**src/design/alu_ops_pkg.sv**
```systemverilog
// Shared widths, packet and configuration structs, opcode and state enums for the ALU engine
package alu_ops_pkg;

    // --------------------------------------------------
    // Widths
    // --------------------------------------------------
    localparam int DATA_WIDTH       = 32;
    localparam int ADDR_WIDTH       = 16;
    localparam int ROUTE_WIDTH      = 4;
    localparam int DESC_COUNT_WIDTH = 16;

    // --------------------------------------------------
    // Opcodes and states
    // --------------------------------------------------
    // All operations wrap at DATA_WIDTH, MAX is unsigned
    typedef enum logic [2:0] {
        ALU_PASS = 3'd0,
        ALU_ADD  = 3'd1,
        ALU_SUB  = 3'd2,
        ALU_MUL  = 3'd3,
        ALU_AND  = 3'd4,
        ALU_OR   = 3'd5,
        ALU_XOR  = 3'd6,
        ALU_MAX  = 3'd7
    } alu_opcode_e;

    typedef enum logic [2:0] {
        RESET,
        IDLE,
        SETUP_REQUEST,
        SETUP_WAIT,
        RUN,
        PAUSE_TRANS,
        PAUSE,
        DONE
    } engine_state_e;

    // --------------------------------------------------
    // Packets and job control
    // --------------------------------------------------
    typedef struct packed {
        logic [ROUTE_WIDTH-1:0] route_from;
        logic [ROUTE_WIDTH-1:0] route_to;
        logic [ADDR_WIDTH-1:0]  address;
    } packet_meta_t;

    typedef struct packed {
        packet_meta_t          meta;
        logic [DATA_WIDTH-1:0] data;
    } packet_t;

    // Opcode, operand and the route stamped onto every result
    typedef struct packed {
        alu_opcode_e            opcode;
        logic [DATA_WIDTH-1:0]  operand;
        logic [ROUTE_WIDTH-1:0] route_from;
        logic [ROUTE_WIDTH-1:0] route_to;
    } alu_config_t;

    typedef struct packed {
        logic [DESC_COUNT_WIDTH-1:0] packet_count;
    } descriptor_t;

endpackage : alu_ops_pkg

```
**src/design/packet_fifo.sv**
```systemverilog
// Synchronous FWFT packet FIFO with full, empty and programmable-full flags for engine buffering
module packet_fifo import alu_ops_pkg::*; #(
    parameter int FIFO_DEPTH  = 16,
    parameter int PROG_THRESH = 8
) (
    input  logic    ap_clk,
    input  logic    areset_generator,
    input  logic    push,
    input  packet_t push_packet,
    input  logic    pop,
    output packet_t pop_packet,
    output logic    full,
    output logic    empty,
    output logic    prog_full
);

    localparam int PTR_W = (FIFO_DEPTH > 1) ? $clog2(FIFO_DEPTH) : 1;
    localparam int CNT_W = $clog2(FIFO_DEPTH + 1);

    packet_t          mem [FIFO_DEPTH];
    logic [PTR_W-1:0] wr_ptr;
    logic [PTR_W-1:0] rd_ptr;
    logic [CNT_W-1:0] count;
    logic             wr_en;
    logic             rd_en;

    // Requests against a full or empty buffer are dropped
    assign wr_en = push && !full;
    assign rd_en = pop && !empty;

    assign full      = (count == CNT_W'(FIFO_DEPTH));
    assign empty     = (count == '0);
    assign prog_full = (count >= CNT_W'(PROG_THRESH));

    // Head entry always visible
    assign pop_packet = mem[rd_ptr];

    always_ff @(posedge ap_clk) begin
        if (wr_en) begin
            mem[wr_ptr] <= push_packet;
        end
    end

    // --------------------------------------------------
    // Pointers and occupancy
    // --------------------------------------------------
    always_ff @(posedge ap_clk) begin
        if (areset_generator) begin
            wr_ptr <= '0;
            rd_ptr <= '0;
            count  <= '0;
        end else begin
            if (wr_en) begin
                wr_ptr <= (wr_ptr == PTR_W'(FIFO_DEPTH - 1)) ? '0 : wr_ptr + 1'b1;
            end
            if (rd_en) begin
                rd_ptr <= (rd_ptr == PTR_W'(FIFO_DEPTH - 1)) ? '0 : rd_ptr + 1'b1;
            end
            case ({wr_en, rd_en})
                2'b10:   count <= count + 1'b1;
                2'b01:   count <= count - 1'b1;
                default: count <= count;
            endcase
        end
    end

    a_no_push_full: assert property (@(posedge ap_clk) disable iff (areset_generator)
        push |-> !full);
    a_no_pop_empty: assert property (@(posedge ap_clk) disable iff (areset_generator)
        pop |-> !empty);

endmodule : packet_fifo

```
**src/design/alu_ops_control.sv**
```systemverilog
// Job FSM that takes descriptor and configuration, requests setup and gates input FIFO pops
module alu_ops_control import alu_ops_pkg::*; #(
    parameter int COUNT_WIDTH = 16
) (
    input  logic                   ap_clk,
    input  logic                   areset_generator,
    input  logic                   descriptor_valid,
    input  descriptor_t            descriptor,
    input  logic                   config_valid,
    input  alu_config_t            config_in,
    input  logic                   in_empty,
    input  logic                   out_prog_full,
    input  logic                   last_pushed,
    output logic                   config_request,
    output alu_config_t            active_config,
    output logic [COUNT_WIDTH-1:0] packet_count,
    output logic                   pop,
    output logic                   job_start
);

    engine_state_e state;
    engine_state_e next_state;

    // --------------------------------------------------
    // State register and transitions
    // --------------------------------------------------
    always_ff @(posedge ap_clk) begin
        if (areset_generator) begin
            state <= RESET;
        end else begin
            state <= next_state;
        end
    end

    always_comb begin
        next_state = state;
        case (state)
            RESET: begin
                next_state = IDLE;
            end
            IDLE: begin
                if (descriptor_valid) begin
                    next_state = SETUP_REQUEST;
                end
            end
            SETUP_REQUEST: begin
                next_state = SETUP_WAIT;
            end
            SETUP_WAIT: begin
                if (config_valid) begin
                    next_state = RUN;
                end
            end
            RUN: begin
                if (last_pushed) begin
                    next_state = DONE;
                end else if (out_prog_full) begin
                    next_state = PAUSE_TRANS;
                end
            end
            // In-flight results may still finish the job while paused
            PAUSE_TRANS: begin
                next_state = last_pushed ? DONE : PAUSE;
            end
            PAUSE: begin
                if (last_pushed) begin
                    next_state = DONE;
                end else if (!out_prog_full) begin
                    next_state = RUN;
                end
            end
            DONE: begin
                next_state = IDLE;
            end
            default: begin
                next_state = RESET;
            end
        endcase
    end

    // --------------------------------------------------
    // Pulses and latched job parameters
    // --------------------------------------------------
    always_ff @(posedge ap_clk) begin
        if (areset_generator) begin
            config_request <= 1'b0;
            job_start      <= 1'b0;
        end else begin
            config_request <= (state == SETUP_REQUEST);
            job_start      <= (state == SETUP_WAIT) && config_valid;
        end
    end

    always_ff @(posedge ap_clk) begin
        if (state == IDLE && descriptor_valid) begin
            packet_count <= COUNT_WIDTH'(descriptor.packet_count);
        end
        if (state == SETUP_WAIT && config_valid) begin
            active_config <= config_in;
        end
    end

    // Pop only while running and the output side has room
    assign pop = (state == RUN) && !in_empty && !out_prog_full;

    a_config_in_setup_wait: assert property (@(posedge ap_clk) disable iff (areset_generator)
        config_valid |-> state == SETUP_WAIT);

endmodule : alu_ops_control

```
**src/design/alu_ops_kernel.sv**
```systemverilog
// Registered ALU stage that applies the configured opcode and operand to popped packet data
module alu_ops_kernel import alu_ops_pkg::*; (
    input  logic                  ap_clk,
    input  logic                  areset_generator,
    input  alu_opcode_e           opcode,
    input  logic [DATA_WIDTH-1:0] operand,
    input  logic                  data_valid,
    input  packet_t               data_packet,
    output logic                  result_valid,
    output packet_meta_t          result_meta,
    output logic [DATA_WIDTH-1:0] result_data
);

    logic [DATA_WIDTH-1:0] data;
    logic [DATA_WIDTH-1:0] alu_out;

    assign data = data_packet.data;

    always_comb begin
        case (opcode)
            ALU_PASS: alu_out = data;
            ALU_ADD:  alu_out = data + operand;
            ALU_SUB:  alu_out = data - operand;
            // Low half of the product
            ALU_MUL:  alu_out = data * operand;
            ALU_AND:  alu_out = data & operand;
            ALU_OR:   alu_out = data | operand;
            ALU_XOR:  alu_out = data ^ operand;
            ALU_MAX:  alu_out = (data > operand) ? data : operand;
            default:  alu_out = data;
        endcase
    end

    always_ff @(posedge ap_clk) begin
        if (areset_generator) begin
            result_valid <= 1'b0;
        end else begin
            result_valid <= data_valid;
        end
    end

    // Meta rides alongside for the builder
    always_ff @(posedge ap_clk) begin
        result_data <= alu_out;
        result_meta <= data_packet.meta;
    end

    a_opcode_known: assert property (@(posedge ap_clk) disable iff (areset_generator)
        data_valid |-> !$isunknown(opcode));

endmodule : alu_ops_kernel

```
**src/design/packet_builder.sv**
```systemverilog
// Builds result packets with the configured route and counts pushes to flag job completion
module packet_builder import alu_ops_pkg::*; #(
    parameter int COUNT_WIDTH = 16
) (
    input  logic                   ap_clk,
    input  logic                   areset_generator,
    input  logic                   job_start,
    input  logic [COUNT_WIDTH-1:0] packet_count,
    input  logic [ROUTE_WIDTH-1:0] route_from,
    input  logic [ROUTE_WIDTH-1:0] route_to,
    input  logic                   result_valid,
    input  packet_meta_t           result_meta,
    input  logic [DATA_WIDTH-1:0]  result_data,
    output logic                   push,
    output packet_t                push_packet,
    output logic                   last_pushed,
    output logic                   done
);

    logic [COUNT_WIDTH-1:0] push_count;

    // --------------------------------------------------
    // Result packet register
    // --------------------------------------------------
    always_ff @(posedge ap_clk) begin
        if (areset_generator) begin
            push <= 1'b0;
        end else begin
            push <= result_valid;
        end
    end

    // Route from the job, address from the source packet
    always_ff @(posedge ap_clk) begin
        push_packet.meta.route_from <= route_from;
        push_packet.meta.route_to   <= route_to;
        push_packet.meta.address    <= result_meta.address;
        push_packet.data            <= result_data;
    end

    // --------------------------------------------------
    // Completion tracking
    // --------------------------------------------------
    always_ff @(posedge ap_clk) begin
        if (areset_generator) begin
            push_count <= '0;
        end else if (job_start) begin
            push_count <= '0;
        end else if (push) begin
            push_count <= push_count + 1'b1;
        end
    end

    assign last_pushed = push && (push_count + COUNT_WIDTH'(1) == packet_count);

    always_ff @(posedge ap_clk) begin
        if (areset_generator) begin
            done <= 1'b0;
        end else begin
            done <= last_pushed;
        end
    end

endmodule : packet_builder

```
**src/design/alu_ops_engine.sv**
```systemverilog
// ALU packet engine top level that registers inputs and wires the FIFOs and pipeline stages
module alu_ops_engine import alu_ops_pkg::*; #(
    parameter int FIFO_DEPTH  = 16,
    parameter int PROG_THRESH = 8,
    parameter int COUNT_WIDTH = 16
) (
    input  logic        ap_clk,
    input  logic        areset_generator,
    input  logic        descriptor_valid,
    input  descriptor_t descriptor,
    input  logic        config_valid,
    input  alu_config_t config_in,
    output logic        config_request,
    input  logic        in_valid,
    input  packet_t     in_packet,
    output logic        in_full,
    output logic        out_valid,
    output packet_t     out_packet,
    input  logic        out_ready,
    output logic        done
);

    logic                   descriptor_valid_r;
    descriptor_t            descriptor_r;
    logic                   config_valid_r;
    alu_config_t            config_r;
    logic                   in_valid_r;
    packet_t                in_packet_r;
    packet_t                in_head;
    logic                   in_empty;
    logic                   out_empty;
    logic                   out_prog_full;
    logic                   pop;
    logic                   job_start;
    logic                   last_pushed;
    alu_config_t            active_config;
    logic [COUNT_WIDTH-1:0] packet_count;
    logic                   result_valid;
    packet_meta_t           result_meta;
    logic [DATA_WIDTH-1:0]  result_data;
    logic                   push;
    packet_t                push_packet;

    // --------------------------------------------------
    // Input registers
    // --------------------------------------------------
    always_ff @(posedge ap_clk) begin
        if (areset_generator) begin
            descriptor_valid_r <= 1'b0;
            config_valid_r     <= 1'b0;
            in_valid_r         <= 1'b0;
        end else begin
            descriptor_valid_r <= descriptor_valid;
            config_valid_r     <= config_valid;
            in_valid_r         <= in_valid;
        end
    end

    always_ff @(posedge ap_clk) begin
        descriptor_r <= descriptor;
        config_r     <= config_in;
        in_packet_r  <= in_packet;
    end

    // --------------------------------------------------
    // Datapath
    // --------------------------------------------------
    // Early full, so a strobe still in the input register always fits
    packet_fifo #(.FIFO_DEPTH(FIFO_DEPTH), .PROG_THRESH(PROG_THRESH)) in_fifo_i (
        .ap_clk(ap_clk), .areset_generator(areset_generator),
        .push(in_valid_r), .push_packet(in_packet_r),
        .pop(pop), .pop_packet(in_head),
        .full(), .empty(in_empty), .prog_full(in_full)
    );

    alu_ops_control #(.COUNT_WIDTH(COUNT_WIDTH)) control_i (
        .ap_clk(ap_clk), .areset_generator(areset_generator),
        .descriptor_valid(descriptor_valid_r), .descriptor(descriptor_r),
        .config_valid(config_valid_r), .config_in(config_r),
        .in_empty(in_empty), .out_prog_full(out_prog_full), .last_pushed(last_pushed),
        .config_request(config_request), .active_config(active_config),
        .packet_count(packet_count), .pop(pop), .job_start(job_start)
    );

    alu_ops_kernel kernel_i (
        .ap_clk(ap_clk), .areset_generator(areset_generator),
        .opcode(active_config.opcode), .operand(active_config.operand),
        .data_valid(pop), .data_packet(in_head),
        .result_valid(result_valid), .result_meta(result_meta), .result_data(result_data)
    );

    packet_builder #(.COUNT_WIDTH(COUNT_WIDTH)) builder_i (
        .ap_clk(ap_clk), .areset_generator(areset_generator),
        .job_start(job_start), .packet_count(packet_count),
        .route_from(active_config.route_from), .route_to(active_config.route_to),
        .result_valid(result_valid), .result_meta(result_meta), .result_data(result_data),
        .push(push), .push_packet(push_packet),
        .last_pushed(last_pushed), .done(done)
    );

    // Consumer drains the head with valid/ready
    packet_fifo #(.FIFO_DEPTH(FIFO_DEPTH), .PROG_THRESH(PROG_THRESH)) out_fifo_i (
        .ap_clk(ap_clk), .areset_generator(areset_generator),
        .push(push), .push_packet(push_packet),
        .pop(out_valid && out_ready), .pop_packet(out_packet),
        .full(), .empty(out_empty), .prog_full(out_prog_full)
    );

    assign out_valid = !out_empty;

endmodule : alu_ops_engine

```
**config.mk**
```make
export PLATFORM = sky130hd
export DESIGN_NAME = alu_ops_engine
export DESIGN_NICKNAME = d
export VERILOG_FILES = /design/src/design/alu_ops_pkg.sv /design/src/design/packet_fifo.sv /design/src/design/alu_ops_control.sv /design/src/design/alu_ops_kernel.sv /design/src/design/packet_builder.sv /design/src/design/alu_ops_engine.sv
export SDC_FILE = /design/constraint.sdc
export NUM_CORES = 2
export LEC_CHECK = 0
export CAP_MARGIN = 20
export CORE_AREA = 2 2 413 415
export CTS_CLUSTER_DIAMETER = 150
export DETAILED_ROUTE_END_ITERATION = 12
export DIE_AREA = 0 0 415 417
export DONT_BUFFER_PORTS = 1
export PLACE_DENSITY = 0.74
export SLEW_MARGIN = 25
export SYNTH_ARGS = -nofsm -noshare
export SYNTH_HDL_FRONTEND = slang
export SYNTH_SLANG_ARGS = --single-unit
export TNS_END_PERCENT = 5
```
**constraint.sdc**
```tcl
create_clock -name ap_clk -period 17.5 [get_ports ap_clk]
set_input_delay 2.625 -clock ap_clk [delete_from_list [all_inputs] [get_ports ap_clk]]
set_output_delay 2.625 -clock ap_clk [all_outputs]
set_load 0.02 [all_outputs]
```
==> metrics.yaml <==
status: "completed"
max_cap_violations: 0
leakagePower_nw: 35.4
gp_congestion: 1.03
hold_viol: 0
fin_tns_setup_ns: 0
cts.sinks: 1995
viasPerCell: 6.22
dieArea_sq_um: 173000
yosysWarnings: 0
post_cts_buffers: 0
crit_family: "adder cells"
ys_ff_latch: 1995
drt_wl_total_um: 228000
cts-buffers-inserted: 190
grt_use_total_pct: 26.6
crit_arrival_ns: 12.28
clock_latency_ns: 0.85
area_growth_pct: 9.92
syn-instance-count: 5653
fin_crit_sh_pct: 66.2
stdcell_area_sq_um: 101000
synth.distinct_cells: 82
die_x_um: 415
synth_flop_cell: "edfxtp_1"
routedWlPerCell_um: 28.2
hold_class: "reg -> reg"
synth-edff-count: 1723
grt_antenna_before_repair: 34
cp_max_fo: 35
synth_fp_nets: 6424
cp_common_cell: "fa_1"
htree_levels: 4
grt_start_max_net_pins: 109
cts_tree: "yes"
grt_pass1_vias: 51600
synth-async-reset-ratio_pct: 0
drv_slew: 0
post_cts_resized: 0
ir_drop_mv: 0.353
final_cell_mix: "edfxtp_1, inv_1, mux4_2"
fmax_mhz: 86.3
power_density_nw_per_um2: 140
crit_required_ns: 18.19
postCtsHoldBufs: 0
max_stage_delay_ns: 0.83
remaining_drc_errors: 0
netlist_area_sq_um: 92200
slew_headroom_pct: 23.1
nets: 6443
io_buffers: 0
grt-ovfl-total: 0
post-place-ws_ns: 6.06
syn_avg_cell_area_sq_um: 16.3
start_util_pct: 54.7
layout_commonest_cell: "edfxtp_1"
period_needed_ns: 11.58
critPathBufInv: 7
setup_viol: 0
postRouteAntennaNets: 0
cts-root-buf: "clkbuf_16"
core_sq_um: 169000
tightestPinTransition_ns: 1.15
worst_setup_path_end_kind: "register"
final.setup_skew_ns: 0.0382
whs_ns: 0.321
cts.path.max_buffers: 3
rsz0062_at_grt: "no"
placed_cell_area_sq_um: 94900
yosysSeqAreaShare_pct: 62.0
p_total_mw: 14.2
cp_slowest_cell: "inv_1"
startpoint_type: "register"
drt_iter0_drc: 5524
fp.dieH_um: 417
ios: 181
worstHoldStart: "kernel_i.result_data[21]"
path_class: "reg -> reg"
drt_first_pass_iters: 6
layout-drive-gt1-share_pct: 17.0
setup_ws_ns: 5.92
vias: 50200
rows: 151
cts.clk_slew.worst_paths_ns: 0.06
dp_hpwl_um: 135000
grt_pass1_wl_um: 338000
cell usage after synthesis, types with 6 or more instances:
cell / instances / share of area, %
nand2b_1: 22 / 0.15
o21ai_0: 114 / 0.62
nor3_1: 30 / 0.16
clkbuf_1: 195 / 0.79
buf_1: 37 / 0.15
nor2b_1: 18 / 0.12
xor2_1: 50 / 0.47
buf_6: 15 / 0.18
nand4_1: 10 / 0.068
o21bai_1: 19 / 0.15
inv_1: 535 / 2.2
a221oi_1: 12 / 0.11
nor4_1: 8 / 0.054
clkinv_1: 14 / 0.057
mux4_2: 496 / 12
buf_2: 32 / 0.17
a21oi_1: 167 / 0.91
o211ai_1: 13 / 0.11
nand2_1: 303 / 1.2
a31oi_1: 14 / 0.095
mux4_1: 6 / 0.17
a21o_1: 38 / 0.31
o21a_1: 11 / 0.090
dfxtp_1: 272 / 5.9
ha_1: 238 / 3.2
o21ai_1: 7 / 0.038
a221o_1: 15 / 0.16
or2_2: 10 / 0.068
fa_1: 412 / 8.9
o22ai_1: 20 / 0.14
a222oi_1: 9 / 0.098
xnor2_1: 86 / 0.82
nand3_1: 24 / 0.13
o221ai_1: 15 / 0.14
or3_1: 8 / 0.054
o31ai_1: 8 / 0.065
nor2_1: 476 / 1.9
a211oi_1: 10 / 0.081
mux2i_1: 47 / 0.51
a22oi_1: 15 / 0.12
and3_1: 12 / 0.081
edfxtp_1: 1723 / 56
layer usage:
metal  GRT usage [%]  up-vias  part of all wire, %
li1                -    20900                    -
met1            36.3    26200                   38
met2            42.9     2593                   48
met3            5.02      526                  9.0
met4            10.4       16                  4.1
met5               0        -                0.042
worst paths after layout:
path | endpoint | slack [ns] | depth (start not counted)
worst max-delay path | kernel_i.result_data[30] | 5.92 | 32
worst min-delay path | builder_i.push_packet[21] | 0.32 | 0
worst max register to register | kernel_i.result_data[30] | 5.92 | 32
worst min register to register | builder_i.push_packet[21] | 0.32 | 0
area by class of cell:
cell class,instances,area [sq um]
inverter,552,2070
multi-input combinational,2822,32000
clock inverter,101,1150
fill,12000,67200
timing repair buffer,111,878
sequential,1995,57200
tap,2218,2780
clock buffer,259,5280
antenna,8,20.0
per-stage QoR:
| stage | cells | utilization (%) |
|---|---|---|
| floorplan | 5653 | - |
| global placement | 7697 | 56.3 |
| detailed placement | 7697 | 56.3 |
| CTS | 8057 | 60.1 |
| global route | 8061 | 60.1 |
| finish | 8066 | 60.1 |
kinds of logic (layout without fill, tap and decap cells):
group	count (synthesis)	in the layout	synth area share [%]
compound gates	533	533	3.73
xor+xnor	141	141	1.39
fa+ha+maj	650	650	12.2
buf+inv	836	1023	3.61
flops	1995	1995	62.0
mux	552	552	12.8
other cells	0	8	0
simple gates	946	946	4.26
report_power, final:
part | switching [mW] | internal [mW] | leakage, nW
clock network | 1.80 | 2.39 | 3.13
logic | 2.68 | 1.80 | 14.5
registers | 0.154 | 5.35 | 17.8
total | 4.63 | 9.54 | 35.4
registers in the layout, indices dropped and copies added, names as in the netlist, 5 cells and up, named ones only:
register                 count
out_fifo_i.count             5
builder_i.push_count        16
kernel_i.result_data        32
in_fifo_i.mem              768
out_fifo_i.mem             896
builder_i.push_packet       56
control_i.packet_count      16
descriptor_r                16
in_fifo_i.count              5
kernel_i.result_meta        16
control_i.active_config     43
config_r                    43
in_packet_r                 48
Power figures use the tool's default switching activity.
